File: src/mps_consts.svh
`ifndef MPS_CONSTS_SVH
`define MPS_CONSTS_SVH

// bus word width and decoded address window
`define MPS_DATA_W    32
`define MPS_ADDR_BITS 8
`define MPS_CHAN_W    3

// byte offsets inside the 16-byte window of one channel
`define MPS_REG_DATA   4'h0
`define MPS_REG_STATUS 4'h4
`define MPS_REG_CTRL   4'h8
`define MPS_REG_DIV    4'hC

// global pending word, one bit per channel
`define MPS_REG_IRQ 8'h80

// cycles the internal reset is held after RST falls
`define MPS_RST_HOLD 64

// bit time in CLK cycles
`define MPS_DIV_W     16
`define MPS_DIV_RESET 16

`endif

File: src/mps_pkg.sv
package mps_pkg;

	// register selected inside one channel window
	typedef enum logic [2:0] {
		SEL_DATA   = 3'd0,
		SEL_STATUS = 3'd1,
		SEL_CTRL   = 3'd2,
		SEL_DIV    = 3'd3,
		SEL_NONE   = 3'd4
	} reg_sel_e;

	// bus target phases
	typedef enum logic [1:0] {
		TGT_IDLE,
		TGT_WAIT_DATA,
		TGT_REQ,
		TGT_DONE
	} tgt_state_e;

	// serial shifter phases, shared by transmit and receive
	typedef enum logic [1:0] {
		UART_IDLE,
		UART_START,
		UART_BITS,
		UART_STOP
	} uart_state_e;

endpackage

File: src/mps_core.sv
`timescale 1ns/100ps
`include "mps_consts.svh"

module mps_core #(
	parameter int PORT_NUM = 4
) (
	input  logic                     CLK,
	input  logic                     RST,
	input  logic                     req_valid,
	output logic                     req_ready,
	input  logic                     req_write,
	input  logic [`MPS_CHAN_W-1:0]   req_chan,
	input  mps_pkg::reg_sel_e        req_sel,
	input  logic                     req_irq,
	input  logic [`MPS_DATA_W-1:0]   req_wdata,
	output logic                     rsp_valid,
	output logic [`MPS_DATA_W-1:0]   rsp_rdata,
	output logic                     irq,
	input  logic [PORT_NUM-1:0]      rxd,
	input  logic [PORT_NUM-1:0]      ctsn,
	input  logic [PORT_NUM-1:0]      dsrn,
	input  logic [PORT_NUM-1:0]      ri,
	input  logic [PORT_NUM-1:0]      dcdn,
	output logic [PORT_NUM-1:0]      txd,
	output logic [PORT_NUM-1:0]      rtsn,
	output logic [PORT_NUM-1:0]      dtrn
);

	logic [PORT_NUM-1:0] chan_dec;
	logic [PORT_NUM-1:0] tx_start, tx_busy, rx_pop, rx_valid, rx_overrun, ovr_vis;
	logic [PORT_NUM-1:0] rx_irq_en, irq_bits;
	logic [PORT_NUM-1:0] cts, dsr, ri_st, dcd;
	logic [7:0] rx_byte [PORT_NUM];
	logic [2:0] ctrl_all [PORT_NUM];
	logic [`MPS_DIV_W-1:0] div_all [PORT_NUM];
	logic [`MPS_DATA_W-1:0] rd_data;
	logic xfer;

	// a DATA write waits while the addressed shifter is still sending
	assign req_ready = !(req_valid && req_write && (req_sel == mps_pkg::SEL_DATA) &&
		|(chan_dec & tx_busy));
	assign xfer = req_valid && req_ready;

	assign irq_bits = rx_valid & rx_irq_en;
	assign irq = |irq_bits;

	for (genvar i = 0; i < PORT_NUM; i++) begin : g_chan
		logic rts_q, dtr_q, en_q, ovr_mask;
		logic [`MPS_DIV_W-1:0] div_q;
		logic wr_hit, rd_hit;

		assign chan_dec[i] = !req_irq && (req_chan == i);
		assign wr_hit = xfer && req_write && chan_dec[i];
		assign rd_hit = xfer && !req_write && chan_dec[i];
		assign tx_start[i] = wr_hit && (req_sel == mps_pkg::SEL_DATA);
		assign rx_pop[i] = rd_hit && (req_sel == mps_pkg::SEL_DATA);

		assign rx_irq_en[i] = en_q;
		assign ctrl_all[i] = {en_q, dtr_q, rts_q};
		assign div_all[i] = div_q;
		assign ovr_vis[i] = rx_overrun[i] && !ovr_mask;

		always_ff @(posedge CLK or posedge RST) begin
			if (RST) begin
				rts_q <= 1'b0;
				dtr_q <= 1'b0;
				en_q <= 1'b0;
				ovr_mask <= 1'b0;
				div_q <= `MPS_DIV_W'(`MPS_DIV_RESET);
			end else begin
				if (wr_hit && (req_sel == mps_pkg::SEL_CTRL)) begin
					rts_q <= req_wdata[0];
					dtr_q <= req_wdata[1];
					en_q <= req_wdata[2];
				end
				if (wr_hit && (req_sel == mps_pkg::SEL_DIV)) begin
					div_q <= req_wdata[`MPS_DIV_W-1:0];
				end
				// a STATUS read hides the overrun until the port drops it
				if (!rx_overrun[i]) begin
					ovr_mask <= 1'b0;
				end else if (rd_hit && (req_sel == mps_pkg::SEL_STATUS)) begin
					ovr_mask <= 1'b1;
				end
			end
		end

		mps_uart_port u_port (
			.CLK        (CLK),
			.RST        (RST),
			.tx_start   (tx_start[i]),
			.tx_byte    (req_wdata[7:0]),
			.divisor    (div_q),
			.rts        (rts_q),
			.dtr        (dtr_q),
			.rx_pop     (rx_pop[i]),
			.rxd        (rxd[i]),
			.ctsn       (ctsn[i]),
			.dsrn       (dsrn[i]),
			.ri         (ri[i]),
			.dcdn       (dcdn[i]),
			.tx_busy    (tx_busy[i]),
			.rx_byte    (rx_byte[i]),
			.rx_valid   (rx_valid[i]),
			.rx_overrun (rx_overrun[i]),
			.cts        (cts[i]),
			.dsr        (dsr[i]),
			.ri_out     (ri_st[i]),
			.dcd        (dcd[i]),
			.txd        (txd[i]),
			.rtsn       (rtsn[i]),
			.dtrn       (dtrn[i])
		);
	end

	// STATUS layout: rx_valid, overrun, tx_busy, spare, cts, dsr, ri, dcd
	always_comb begin
		rd_data = '0;
		if (req_irq) begin
			rd_data[PORT_NUM-1:0] = irq_bits;
		end
		for (int i = 0; i < PORT_NUM; i++) begin
			if (chan_dec[i]) begin
				case (req_sel)
					mps_pkg::SEL_DATA:   rd_data[7:0] = rx_byte[i];
					mps_pkg::SEL_STATUS: rd_data[7:0] = {dcd[i], ri_st[i], dsr[i], cts[i],
						1'b0, tx_busy[i], ovr_vis[i], rx_valid[i]};
					mps_pkg::SEL_CTRL:   rd_data[2:0] = ctrl_all[i];
					mps_pkg::SEL_DIV:    rd_data[`MPS_DIV_W-1:0] = div_all[i];
					default:             rd_data = '0;
				endcase
			end
		end
	end

	always_ff @(posedge CLK or posedge RST) begin
		if (RST) begin
			rsp_valid <= 1'b0;
		end else begin
			rsp_valid <= xfer;
		end
	end

	always_ff @(posedge CLK) begin
		rsp_rdata <= req_write ? '0 : rd_data;
	end

endmodule

File: src/mps_host_target.sv
`timescale 1ns/100ps
`include "mps_consts.svh"

module mps_host_target (
	input  logic                     CLK,
	input  logic                     RST,
	input  logic [`MPS_DATA_W-1:0]   ADDR,
	input  logic                     ADDR_VLD,
	input  logic [7:0]               BASE_HIT,
	input  logic                     S_WRDN,
	input  logic                     S_DATA_VLD,
	input  logic [`MPS_DATA_W-1:0]   ADIO_OUT,
	output logic [`MPS_DATA_W-1:0]   ADIO_IN,
	output logic                     S_READY,
	output logic                     S_TERM,
	output logic                     req_valid,
	output logic                     req_write,
	output logic [`MPS_CHAN_W-1:0]   req_chan,
	output mps_pkg::reg_sel_e        req_sel,
	output logic                     req_irq,
	output logic [`MPS_DATA_W-1:0]   req_wdata,
	input  logic                     req_ready,
	input  logic                     rsp_valid,
	input  logic [`MPS_DATA_W-1:0]   rsp_rdata
);

	mps_pkg::tgt_state_e state;
	mps_pkg::reg_sel_e dec_sel;
	logic [`MPS_CHAN_W-1:0] dec_chan;
	logic dec_irq;
	logic claim;

	// only BAR 0 belongs to this card
	assign claim = (state == mps_pkg::TGT_IDLE) && ADDR_VLD && BASE_HIT[0];

	// channel n occupies offsets n*16 to n*16+15 below the IRQ word
	always_comb begin
		dec_chan = ADDR[`MPS_CHAN_W+3:4];
		dec_irq = 1'b0;
		dec_sel = mps_pkg::SEL_NONE;
		if (ADDR[`MPS_ADDR_BITS-1:0] == `MPS_REG_IRQ) begin
			dec_irq = 1'b1;
		end else if (!ADDR[`MPS_ADDR_BITS-1]) begin
			case (ADDR[3:0])
				`MPS_REG_DATA:   dec_sel = mps_pkg::SEL_DATA;
				`MPS_REG_STATUS: dec_sel = mps_pkg::SEL_STATUS;
				`MPS_REG_CTRL:   dec_sel = mps_pkg::SEL_CTRL;
				`MPS_REG_DIV:    dec_sel = mps_pkg::SEL_DIV;
				default:         dec_sel = mps_pkg::SEL_NONE;
			endcase
		end
	end

	always_ff @(posedge CLK or posedge RST) begin
		if (RST) begin
			state <= mps_pkg::TGT_IDLE;
			req_valid <= 1'b0;
			S_READY <= 1'b0;
			S_TERM <= 1'b0;
			ADIO_IN <= '0;
		end else begin
			S_READY <= 1'b0;
			S_TERM <= 1'b0;
			ADIO_IN <= '0;
			case (state)
				mps_pkg::TGT_IDLE: begin
					if (claim) begin
						state <= mps_pkg::TGT_WAIT_DATA;
					end
				end
				mps_pkg::TGT_WAIT_DATA: begin
					if (S_DATA_VLD) begin
						req_valid <= 1'b1;
						state <= mps_pkg::TGT_REQ;
					end
				end
				mps_pkg::TGT_REQ: begin
					// transmit back-pressure can hold the request here for a whole frame
					if (req_ready) begin
						req_valid <= 1'b0;
						state <= mps_pkg::TGT_DONE;
					end
				end
				mps_pkg::TGT_DONE: begin
					// the core already returns zero for writes
					if (rsp_valid) begin
						S_READY <= 1'b1;
						S_TERM <= 1'b1;
						ADIO_IN <= rsp_rdata;
						state <= mps_pkg::TGT_IDLE;
					end
				end
				default: state <= mps_pkg::TGT_IDLE;
			endcase
		end
	end

	// request fields stay stable from claim until the transfer
	always_ff @(posedge CLK) begin
		if (claim) begin
			req_write <= S_WRDN;
			req_chan <= dec_chan;
			req_sel <= dec_sel;
			req_irq <= dec_irq;
		end
		if ((state == mps_pkg::TGT_WAIT_DATA) && S_DATA_VLD) begin
			req_wdata <= ADIO_OUT;
		end
	end

endmodule

File: src/mps_uart_port.sv
`timescale 1ns/100ps
`include "mps_consts.svh"

module mps_uart_port (
	input  logic                   CLK,
	input  logic                   RST,
	input  logic                   tx_start,
	input  logic [7:0]             tx_byte,
	input  logic [`MPS_DIV_W-1:0]  divisor,
	input  logic                   rts,
	input  logic                   dtr,
	input  logic                   rx_pop,
	input  logic                   rxd,
	input  logic                   ctsn,
	input  logic                   dsrn,
	input  logic                   ri,
	input  logic                   dcdn,
	output logic                   tx_busy,
	output logic [7:0]             rx_byte,
	output logic                   rx_valid,
	output logic                   rx_overrun,
	output logic                   cts,
	output logic                   dsr,
	output logic                   ri_out,
	output logic                   dcd,
	output logic                   txd,
	output logic                   rtsn,
	output logic                   dtrn
);

	// idle levels of {dcdn, ri, dsrn, ctsn, rxd}
	localparam logic [4:0] SYNC_IDLE = 5'b10111;

	logic [4:0] sync1, sync2;
	logic rxd_s, rxd_prev;
	mps_pkg::uart_state_e tx_state, rx_state;
	logic [`MPS_DIV_W-1:0] tx_cnt, rx_cnt;
	logic [2:0] tx_bit, rx_bit;
	logic [7:0] tx_shift, rx_shift;
	logic tx_end, tx_shift_en, rx_end, rx_sample, rx_load;

	always_ff @(posedge CLK or posedge RST) begin
		if (RST) begin
			sync1 <= SYNC_IDLE;
			sync2 <= SYNC_IDLE;
			rxd_prev <= 1'b1;
		end else begin
			sync1 <= {dcdn, ri, dsrn, ctsn, rxd};
			sync2 <= sync1;
			rxd_prev <= rxd_s;
		end
	end

	assign rxd_s = sync2[0];
	assign cts = !sync2[1];
	assign dsr = !sync2[2];
	assign ri_out = sync2[3];
	assign dcd = !sync2[4];
	assign rtsn = !rts;
	assign dtrn = !dtr;

	assign tx_busy = (tx_state != mps_pkg::UART_IDLE);
	assign tx_end = (tx_cnt == divisor - 16'd1);
	assign tx_shift_en = tx_end && ((tx_state == mps_pkg::UART_START) ||
		((tx_state == mps_pkg::UART_BITS) && (tx_bit != 3'd7)));

	always_ff @(posedge CLK or posedge RST) begin
		if (RST) begin
			tx_state <= mps_pkg::UART_IDLE;
			tx_cnt <= '0;
			tx_bit <= '0;
			txd <= 1'b1;
		end else if (tx_state == mps_pkg::UART_IDLE) begin
			tx_cnt <= '0;
			if (tx_start) begin
				txd <= 1'b0;
				tx_state <= mps_pkg::UART_START;
			end
		end else begin
			tx_cnt <= tx_end ? '0 : tx_cnt + 16'd1;
			if (tx_shift_en) begin
				txd <= tx_shift[0];
			end
			if (tx_end) begin
				case (tx_state)
					mps_pkg::UART_START: begin
						tx_bit <= '0;
						tx_state <= mps_pkg::UART_BITS;
					end
					mps_pkg::UART_BITS: begin
						tx_bit <= tx_bit + 3'd1;
						if (tx_bit == 3'd7) begin
							txd <= 1'b1;
							tx_state <= mps_pkg::UART_STOP;
						end
					end
					default: tx_state <= mps_pkg::UART_IDLE;
				endcase
			end
		end
	end

	always_ff @(posedge CLK) begin
		if ((tx_state == mps_pkg::UART_IDLE) && tx_start) begin
			tx_shift <= tx_byte;
		end else if (tx_shift_en) begin
			tx_shift <= {1'b0, tx_shift[7:1]};
		end
	end

	// rx_cnt restarts at the middle of the start bit, so later ticks land mid-bit
	assign rx_end = (rx_cnt == divisor - 16'd1);
	assign rx_sample = rx_end && (rx_state == mps_pkg::UART_BITS);
	assign rx_load = rx_end && (rx_state == mps_pkg::UART_STOP) && (!rx_valid || rx_pop);

	always_ff @(posedge CLK or posedge RST) begin
		if (RST) begin
			rx_state <= mps_pkg::UART_IDLE;
			rx_cnt <= '0;
			rx_bit <= '0;
			rx_valid <= 1'b0;
			rx_overrun <= 1'b0;
		end else begin
			if (rx_pop) begin
				rx_valid <= 1'b0;
				rx_overrun <= 1'b0;
			end
			case (rx_state)
				mps_pkg::UART_IDLE: begin
					rx_cnt <= 16'd1;
					if (rxd_prev && !rxd_s) begin
						rx_state <= mps_pkg::UART_START;
					end
				end
				mps_pkg::UART_START: begin
					rx_cnt <= rx_cnt + 16'd1;
					if (rx_cnt >= {1'b0, divisor[`MPS_DIV_W-1:1]}) begin
						rx_cnt <= '0;
						rx_bit <= '0;
						// a start bit that is gone by mid-bit was a glitch
						rx_state <= rxd_s ? mps_pkg::UART_IDLE : mps_pkg::UART_BITS;
					end
				end
				mps_pkg::UART_BITS: begin
					rx_cnt <= rx_end ? '0 : rx_cnt + 16'd1;
					if (rx_end) begin
						rx_bit <= rx_bit + 3'd1;
						if (rx_bit == 3'd7) begin
							rx_state <= mps_pkg::UART_STOP;
						end
					end
				end
				default: begin
					rx_cnt <= rx_end ? '0 : rx_cnt + 16'd1;
					if (rx_end) begin
						rx_state <= mps_pkg::UART_IDLE;
						if (rx_load) begin
							rx_valid <= 1'b1;
						end else begin
							rx_overrun <= 1'b1;
						end
					end
				end
			endcase
		end
	end

	always_ff @(posedge CLK) begin
		if (rx_sample) begin
			rx_shift <= {rxd_s, rx_shift[7:1]};
		end
		if (rx_load) begin
			rx_byte <= rx_shift;
		end
	end

endmodule

File: src/mps_wrapper.sv
`timescale 1ns/100ps
`include "mps_consts.svh"

module mps_wrapper #(
	parameter int PORT_NUM = 4
) (
	input  logic                     CLK,
	input  logic                     RST,
	input  logic [`MPS_DATA_W-1:0]   ADDR,
	input  logic                     ADDR_VLD,
	input  logic [7:0]               BASE_HIT,
	input  logic                     S_WRDN,
	input  logic                     S_DATA_VLD,
	input  logic [`MPS_DATA_W-1:0]   ADIO_OUT,
	output logic [`MPS_DATA_W-1:0]   ADIO_IN,
	output logic                     S_READY,
	output logic                     S_TERM,
	output logic                     INT_N,
	input  logic [PORT_NUM-1:0]      rxd,
	input  logic [PORT_NUM-1:0]      ctsn,
	input  logic [PORT_NUM-1:0]      dsrn,
	input  logic [PORT_NUM-1:0]      ri,
	input  logic [PORT_NUM-1:0]      dcdn,
	output logic [PORT_NUM-1:0]      txd,
	output logic [PORT_NUM-1:0]      rtsn,
	output logic [PORT_NUM-1:0]      dtrn
);

	localparam int CNT_W = $clog2(`MPS_RST_HOLD + 1);

	logic [CNT_W-1:0] rst_cnt;
	logic int_rst;
	logic req_valid, req_ready, req_write, req_irq, rsp_valid, irq;
	logic [`MPS_CHAN_W-1:0] req_chan;
	mps_pkg::reg_sel_e req_sel;
	logic [`MPS_DATA_W-1:0] req_wdata, rsp_rdata;

	// internal reset is held for a fixed count after RST is released
	always_ff @(posedge CLK or posedge RST) begin
		if (RST) begin
			rst_cnt <= '0;
			int_rst <= 1'b1;
		end else if (int_rst) begin
			rst_cnt <= rst_cnt + 1'b1;
			if (rst_cnt == CNT_W'(`MPS_RST_HOLD - 1)) begin
				int_rst <= 1'b0;
			end
		end
	end

	always_ff @(posedge CLK or posedge int_rst) begin
		if (int_rst) begin
			INT_N <= 1'b1;
		end else begin
			INT_N <= !irq;
		end
	end

	mps_host_target u_target (
		.CLK(CLK), .RST(int_rst), .ADDR(ADDR), .ADDR_VLD(ADDR_VLD), .BASE_HIT(BASE_HIT),
		.S_WRDN(S_WRDN), .S_DATA_VLD(S_DATA_VLD), .ADIO_OUT(ADIO_OUT), .ADIO_IN(ADIO_IN),
		.S_READY(S_READY), .S_TERM(S_TERM), .req_valid(req_valid), .req_write(req_write),
		.req_chan(req_chan), .req_sel(req_sel), .req_irq(req_irq), .req_wdata(req_wdata),
		.req_ready(req_ready), .rsp_valid(rsp_valid), .rsp_rdata(rsp_rdata)
	);

	mps_core #(.PORT_NUM(PORT_NUM)) u_core (
		.CLK(CLK), .RST(int_rst), .req_valid(req_valid), .req_ready(req_ready),
		.req_write(req_write), .req_chan(req_chan), .req_sel(req_sel), .req_irq(req_irq),
		.req_wdata(req_wdata), .rsp_valid(rsp_valid), .rsp_rdata(rsp_rdata), .irq(irq),
		.rxd(rxd), .ctsn(ctsn), .dsrn(dsrn), .ri(ri), .dcdn(dcdn),
		.txd(txd), .rtsn(rtsn), .dtrn(dtrn)
	);

endmodule

File: config.mk
export PLATFORM = sky130hd
export DESIGN_NAME = mps_wrapper
export DESIGN_NICKNAME = d
export VERILOG_FILES = /design/src/mps_pkg.sv /design/src/mps_core.sv /design/src/mps_host_target.sv /design/src/mps_uart_port.sv /design/src/mps_wrapper.sv
export VERILOG_INCLUDE_DIRS = /design/src
export SDC_FILE = /design/constraint.sdc
export NUM_CORES = 1
export LEC_CHECK = 0
export ABC_AREA = 1
export BUFFER_PORTS_ARGS = -buffer_cell sky130_fd_sc_hd__buf_4
export CORE_MARGIN = 2
export CORE_UTILIZATION = 57
export CTS_CLUSTER_SIZE = 14
export DETAILED_ROUTE_END_ITERATION = 10
export GPL_ROUTABILITY_DRIVEN = 0
export HOLD_SLACK_MARGIN = 0.06
export PLACE_DENSITY = 0.75
export SETUP_SLACK_MARGIN = 0.4
export SLEW_MARGIN = 20
export SYNTH_ARGS = -nofsm -noshare
export SYNTH_HDL_FRONTEND = slang
export SYNTH_SLANG_ARGS = --single-unit
File: constraint.sdc
create_clock -name CLK -period 10.6 [get_ports CLK]
set_input_delay 0.53 -clock CLK [delete_from_list [all_inputs] [get_ports CLK]]
set_output_delay 0.53 -clock CLK [all_outputs]
set_load 0.01 [all_outputs]
After elaboration in Yosys (flattened, before gate mapping) --
Cells that the tools add are included.
Storage, ports and cells: bits in registers 502, bits of input ports 97, output and inout port bits 47, word-level logic and storage cells 583
Operators by class: add/sub/neg operators 21, $lt $le $gt $ge 4, eq/ne operators 86, mux-type cells 191, bitwise gates (word level) 6, reduce and logical (&&, ||, !) cells 181
Operators with widths (number):
- two-way mux 16 bit | 19
- two-way mux 32 bit | 5
- adder 16 x 1 -> 16 bit, second input constant | 8
- == test 16 bit | 8
- case mux 16 bit (2 select lines) | 4
- two-way mux 2 bit | 44
- case mux 5 bit (4 select lines) | 4
- logical AND 1 bit | 73
- two-way mux 8 bit | 9
- two-way mux 1 bit | 71
- greater-or-equal comparator 16 x 15 -> 1 bit | 4
- subtractor 16 x 1 -> 16 bit, second input constant | 4
- case mux 3 bit (4 select lines) | 5
- case mux 3 bit (2 select lines) | 8
- case mux 8 bit (2 select lines) | 3
- nonzero test 2 bit | 21
- AND reduction 3 bit | 13
- logical NOT 1 bit | 36
- inequality test 2 bit, second input constant | 18
- == test 2 bit, second input constant | 14
- adder 3 x 1 -> 3 bit, second input constant | 8
- == test 3 bit, second input constant | 8
- two-way mux 3 bit | 8
- case mux 2 bit (3 select lines) | 4
- 27 further kinds | 90

Logic depth before layout (Yosys ltp) --
word-level depth 15, depth in mapped cells 19

Cells and area by module --
From an unflattened synthesis, not the netlist that was laid out.
Second synthesis, totals: cells, all modules 3522, area total of the unflattened synthesis 28224.6 µm²
By module, submodules not included:
- mps_uart_port at u_core.g_chan[0].u_port ... | instances 3, cells an instance 638, area each 4959.8 µm², sequential area each 2134.5 µm²
- mps_core | instances 1, cells an instance 707, area each 5173.7 µm², sequential area each 2352.3 µm²
- mps_uart_port at u_core.g_chan[3].u_port | instances 1, cells an instance 666, area each 5137.4 µm², sequential area each 2134.5 µm²
- mps_host_target | instances 1, cells an instance 193, area each 2613.8 µm², sequential area each 2102.0 µm²
- mps_wrapper | instances 1, cells an instance 42, area each 420.4 µm², sequential area each 227.7 µm²

Worst setup path after synthesis --
Ideal clock, no wire load.
path type flip-flop to flip-flop, start reg int_rst, end reg rst_cnt[2], setup time 0.064 ns, data arrival time 8.239 ns, slack 2.297 ns, stages on the path, launching flop included 5, buffers on the path 0, clock period less this slack 8.303 ns, cell sequence dfstp_2 -> inv_1 -> nor3_1 -> or2_2 -> inv_1
RTL lines:
- start, declared | RTL line mps_wrapper.sv:32 | logic int_rst;
- start signal, assigned | RTL line mps_wrapper.sv:42 | int_rst <= 1'b1;
- start signal, assigned | RTL line mps_wrapper.sv:46 | int_rst <= 1'b0;
- end signal, assigned | RTL line mps_wrapper.sv:44 | rst_cnt <= rst_cnt + 1'b1;
- end, declared | RTL line mps_wrapper.sv:31 | logic [CNT_W-1:0] rst_cnt;

Worst setup path after layout --
start reg u_target.req_irq, end reg u_core.g_chan[1].div_q[4]
On the way: word-level cells in the longest chain between the ends 10
Ends and longest elaborated chain:
- start, declared | RTL line mps_host_target.sv:20 | output logic req_irq,
- start signal, assigned | RTL line mps_host_target.sv:104 | req_irq <= dec_irq;
- logical NOT 1 bit * | RTL line mps_core.sv:52 | assign chan_dec[i] = !req_irq && (req_chan == i);
- logical AND 1 bit | RTL line mps_core.sv:52
- bitwise AND 4 bit * | RTL line mps_core.sv:41 | |(chan_dec & tx_busy));
- OR reduction 4 bit * | RTL line mps_core.sv:41
- logical AND 1 bit * | RTL line mps_core.sv:40 | assign req_ready = !(req_valid && req_write && (req_sel == mps_pkg::SEL_DATA) &&
- logical NOT 1 bit * | RTL line mps_core.sv:40
- logical AND 1 bit * | RTL line mps_core.sv:42 | assign xfer = req_valid && req_ready;
- net u_core.xfer | RTL line mps_core.sv:37 | logic xfer;
- logical AND 1 bit * (2 in a row) | RTL line mps_core.sv:53 | assign wr_hit = xfer && req_write && chan_dec[i];
- logical AND 1 bit * | RTL line mps_core.sv:76 | if (wr_hit && (req_sel == mps_pkg::SEL_DIV)) begin
- end signal, assigned | RTL line mps_core.sv:69 | div_q <= `MPS_DIV_W'(`MPS_DIV_RESET);
- end signal, assigned | RTL line mps_core.sv:77 | div_q <= req_wdata[`MPS_DIV_W-1:0];
- end, declared | RTL line mps_core.sv:49 | logic [`MPS_DIV_W-1:0] div_q;
Mark *: on every way through the listed nets, which the timed path passes. The rest lies on a longest branch. A chain may end at the register's enable or synchronous reset.

==> flow_summary.json <==
{
  "hp-class": "in -> reg",
  "end_kind": "flop",
  "port_buffers": 80,
  "grt_max_degree": 146,
  "area_growth_pct": 11.3,
  "power.density_nw_per_um2": 155,
  "combPwrFrac_pct": 12.7,
  "r2r_slack_ns": 6.92,
  "grt_use_total_pct": 28.6,
  "root_buffer": "clkbuf_16",
  "routedWlPerCell_um": 17.3,
  "clockPowerShare_pct": 41.4,
  "n_antenna_cell": 0,
  "die_w_um": 217,
  "num_vias": 21500,
  "synthArstFlopShare_pct": 71.1,
  "final_common_cell": "nand2_1",
  "rr_endpoint": "u_core.g_chan[1].div_q[4]",
  "crit_path_start_kind": "flop",
  "synth_area_um2": 25700,
  "post-dp-hpwl_um": 49100,
  "fp.dieH_um": 217,
  "ys_seq_area_share_pct": 47.9,
  "period_share_pct": 34.7,
  "clock-sinks": 470,
  "final_cell_mix": "771 x nand2_1, 385 x inv_1, 345 x nor2_1",
  "muxShareOfSynthArea_pct": 0,
  "synthesis.instances": 3099,
  "rows": 77,
  "final.setup_skew_ns": 0.0214,
  "firstDrtPassIters": 6,
  "dp_cells": 3718,
  "synthAdderAreaFrac_pct": 5.10,
  "grt_pass1_wl_um": 107000,
  "tightest_slew_ns": 1.12,
  "path_class": "reg -> reg",
  "max_freq_mhz": 272,
  "peakVddDrop_mv": 0.165,
  "h-tree-depth": 2,
  "start_util_pct": 58.0,
  "switchingPower_w": 0.00116,
  "synth_edf_count": 120,
  "dieArea_um2": 46900,
  "first_iter_violations": 2346,
  "leakage_nw": 13.2,
  "ios": 144,
  "clk_latency_ns": 0.60,
  "tns_ns": 0,
  "antenna_left": 0,
  "p_int_w": 0.00327,
  "slew_headroom_pct": 25.0,
  "drv_cap": 0,
  "slew_viol_final": 0,
  "fin_crit_ns": 3.68,
  "clockBufferDepth": 3,
  "cp.required_ns": 11.09,
  "synth_flop_cell": "dfrtp_1",
  "cts-buffers-inserted": 49,
  "wirelength_um": 66100,
  "antenna_found_initial": 1,
  "synth_xor_area_share_pct": 4.27,
  "finalNonFillerCells": 3828,
  "yosys.area_share.simple_pct": 26.1,
  "nets": 3400,
  "viasPerCell": 5.60,
  "hold_start": "ADIO_OUT[8]",
  "finish.utilization_pct": 64.5,
  "synth_compound_area_share_pct": 8.90,
  "pwr-share-seq_pct": 45.9,
  "synthDistinctLibCells": 70,
  "cts_tree": "built",
  "yosys_warnings": 0,
  "drcViolationCount": 0,
  "worst_r2r_path_depth": 13,
  "overflow": 0,
  "whs_ns": 0.116,
  "synth_top_family_by_area": "simple AND/OR/NAND/NOR gates",
  "setup_viol": 0,
  "ys_ff_latch": 470,
  "hold_violations": 0,
  "avgSynthCellArea_um2": 8.31,
  "hold_end": "u_target.req_wdata[8]",
  "clk_pin_slew_worst_paths_ns": 0.06,
  "first_global_vias": 20800,
  "status": "finished clean",
  "timing.rr.start": "u_target.req_irq",
  "swShare_pct": 26.2,
  "core_um2": 44400,
  "drive_gt1_share_pct": 9.83,
  "rsz0062_at_grt": "false",
  "cp_max_fo": 32,
  "crit_arrival_ns": 4.16,
  "min_path_cells": 1
}
[flip-flops by register name, summed over array words and instances, names as in the netlist, 7 cells and up]
register and cells:
u_core.g_chan.div_q 64, u_core.g_chan.u_port.rx_cnt 64, u_core.g_chan.u_port.tx_cnt 64, u_core.g_chan.u_port.rx_byte 32, u_core.g_chan.u_port.rx_shift 32, u_core.g_chan.u_port.tx_shift 32, u_core.g_chan.u_port.sync1 20, u_core.g_chan.u_port.sync2 20
u_core.rsp_rdata 16, u_target.ADIO_IN 16, u_target.req_wdata 16, u_core.g_chan.u_port.rx_bit 12, u_core.g_chan.u_port.tx_bit 12, u_core.g_chan.u_port.rx_state 8, u_core.g_chan.u_port.tx_state 8, rst_cnt 7
[routing by layer]
layer  wire (um)  track usage (%)  vias to the layer above
li1            -                -                    10300
met5          27                0                        -
met3        5590             5.01                      191
met4        2850             12.7                        2
met2       29900             45.4                      904
met1       27800             38.6                    10100
[cell type report]
type	instances	area, um^2
Sequential cell	470	12300
Tap cell	592	741
Clock buffer	63	1370
Inverter	404	1530
Clock inverter	26	334
Multi-Input combinational cell	2168	11500
Fill cell	3687	15800
Timing Repair Buffer	105	853
[kinds of logic (layout without fill, tap and decap cells)]
| family | after synthesis | after routing |
|---|---|---|
| and+or+nand+nor | 1531 | 1531 |
| buffers and inverters | 476 | 598 |
| DFF | 470 | 470 |
| adders and majority gates | 105 | 105 |
| AOI/OAI and AO/OA | 400 | 400 |
| other | 1 | 16 |
| xor gates and xnor gates | 116 | 116 |
[synthesized netlist by cell type, drive strengths merged, types with 4 or more instances]
cell / number / area [um^2]
nand2: 797 / 3090
inv: 403 / 1520
nor2: 373 / 1530
dfrtp: 288 / 7210
o21ai: 210 / 1060
nand3: 188 / 1010
edfxtp: 120 / 3600
ha: 105 / 1310
xor2: 99 / 882
a21oi: 89 / 445
nor3: 59 / 320
buf: 55 / 389
dfstp: 46 / 1210
nand4: 45 / 288
nor3b: 20 / 150
o22ai: 18 / 119
clkbuf: 17 / 63.8
dfxtp: 16 / 320
a221oi: 14 / 123
or2: 14 / 87.6
and3: 13 / 81.3
o211ai: 13 / 97.6
xnor2: 12 / 105
o221ai: 11 / 96.3
a31oi: 10 / 62.6
nand3b: 8 / 67.6
a21boi: 7 / 52.6
o31ai: 7 / 52.6
and2: 5 / 31.3
nor4: 5 / 37.5
o2111ai: 5 / 43.8
xnor3: 5 / 113
a41oi: 4 / 35.0
[through the flow]
step / area (um^2) / power [W] / worst slack (ns)
final: 28700 / 0.00443 / 6.92
after global routing: 28700 / 0.00464 / 6.55
after CTS: 28700 / 0.00445 / 6.96
after detailed placement: 26700 / 0.00262 / 6.94
after global placement: 26700 / 0.00258 / 7.08
after floorplan: 25800 / 0.00248 / 1.18
[power groups by stage]
stage                     clock, W  combinational [W]  sequential [W]
after floorplan                  0           0.000438         0.00204
after global placement           0           0.000519         0.00206
after detailed placement         0           0.000549         0.00207
after CTS                  0.00186           0.000561         0.00203
after global routing       0.00194           0.000657         0.00205
final                      0.00183           0.000563         0.00203
[worst max-delay path by stage]
stage                              startpoint                                   to  slack (ns)
global route                 u_target.req_irq            u_core.g_chan[1].div_q[4]        6.55
floorplan                             int_rst            u_core.g_chan[0].div_q[0]        1.18
finish                       u_target.req_irq            u_core.g_chan[1].div_q[4]        6.92
CTS                 u_core.g_chan[2].div_q[0]  u_core.g_chan[2].u_port.tx_shift[7]        6.96
global placement             u_target.req_irq  u_core.g_chan[2].u_port.tx_shift[6]        7.08
detailed placement  u_core.g_chan[2].div_q[0]  u_core.g_chan[2].u_port.tx_shift[6]        6.94
[critical path: stages, from the launching register on]
cell,delay [ns]
edfxtp_1,0.49
nor2_1,0.24
nand2_1,0.07
nor2_1,0.76
nand2_1,0.12
o21ai_0,0.17
inv_1,0.07
a21oi_1,0.30
nor2_2,0.08
nand2_2,0.14
nor2_1,0.10
nand2_1,0.71
nand2_1,0.16
o21ai_0,0.14
[timing repair]
| item | 4_1_cts | 5_1_grt |
|---|---|---|
| endpoints found under the hold margin | 27 | 0 |
| gates resized for setup | 0 | 0 |
| hold buffers | 21 | 0 |
| setup buffers | 0 | 0 |
No activity file was read; power rests on OpenSTA's default activity.
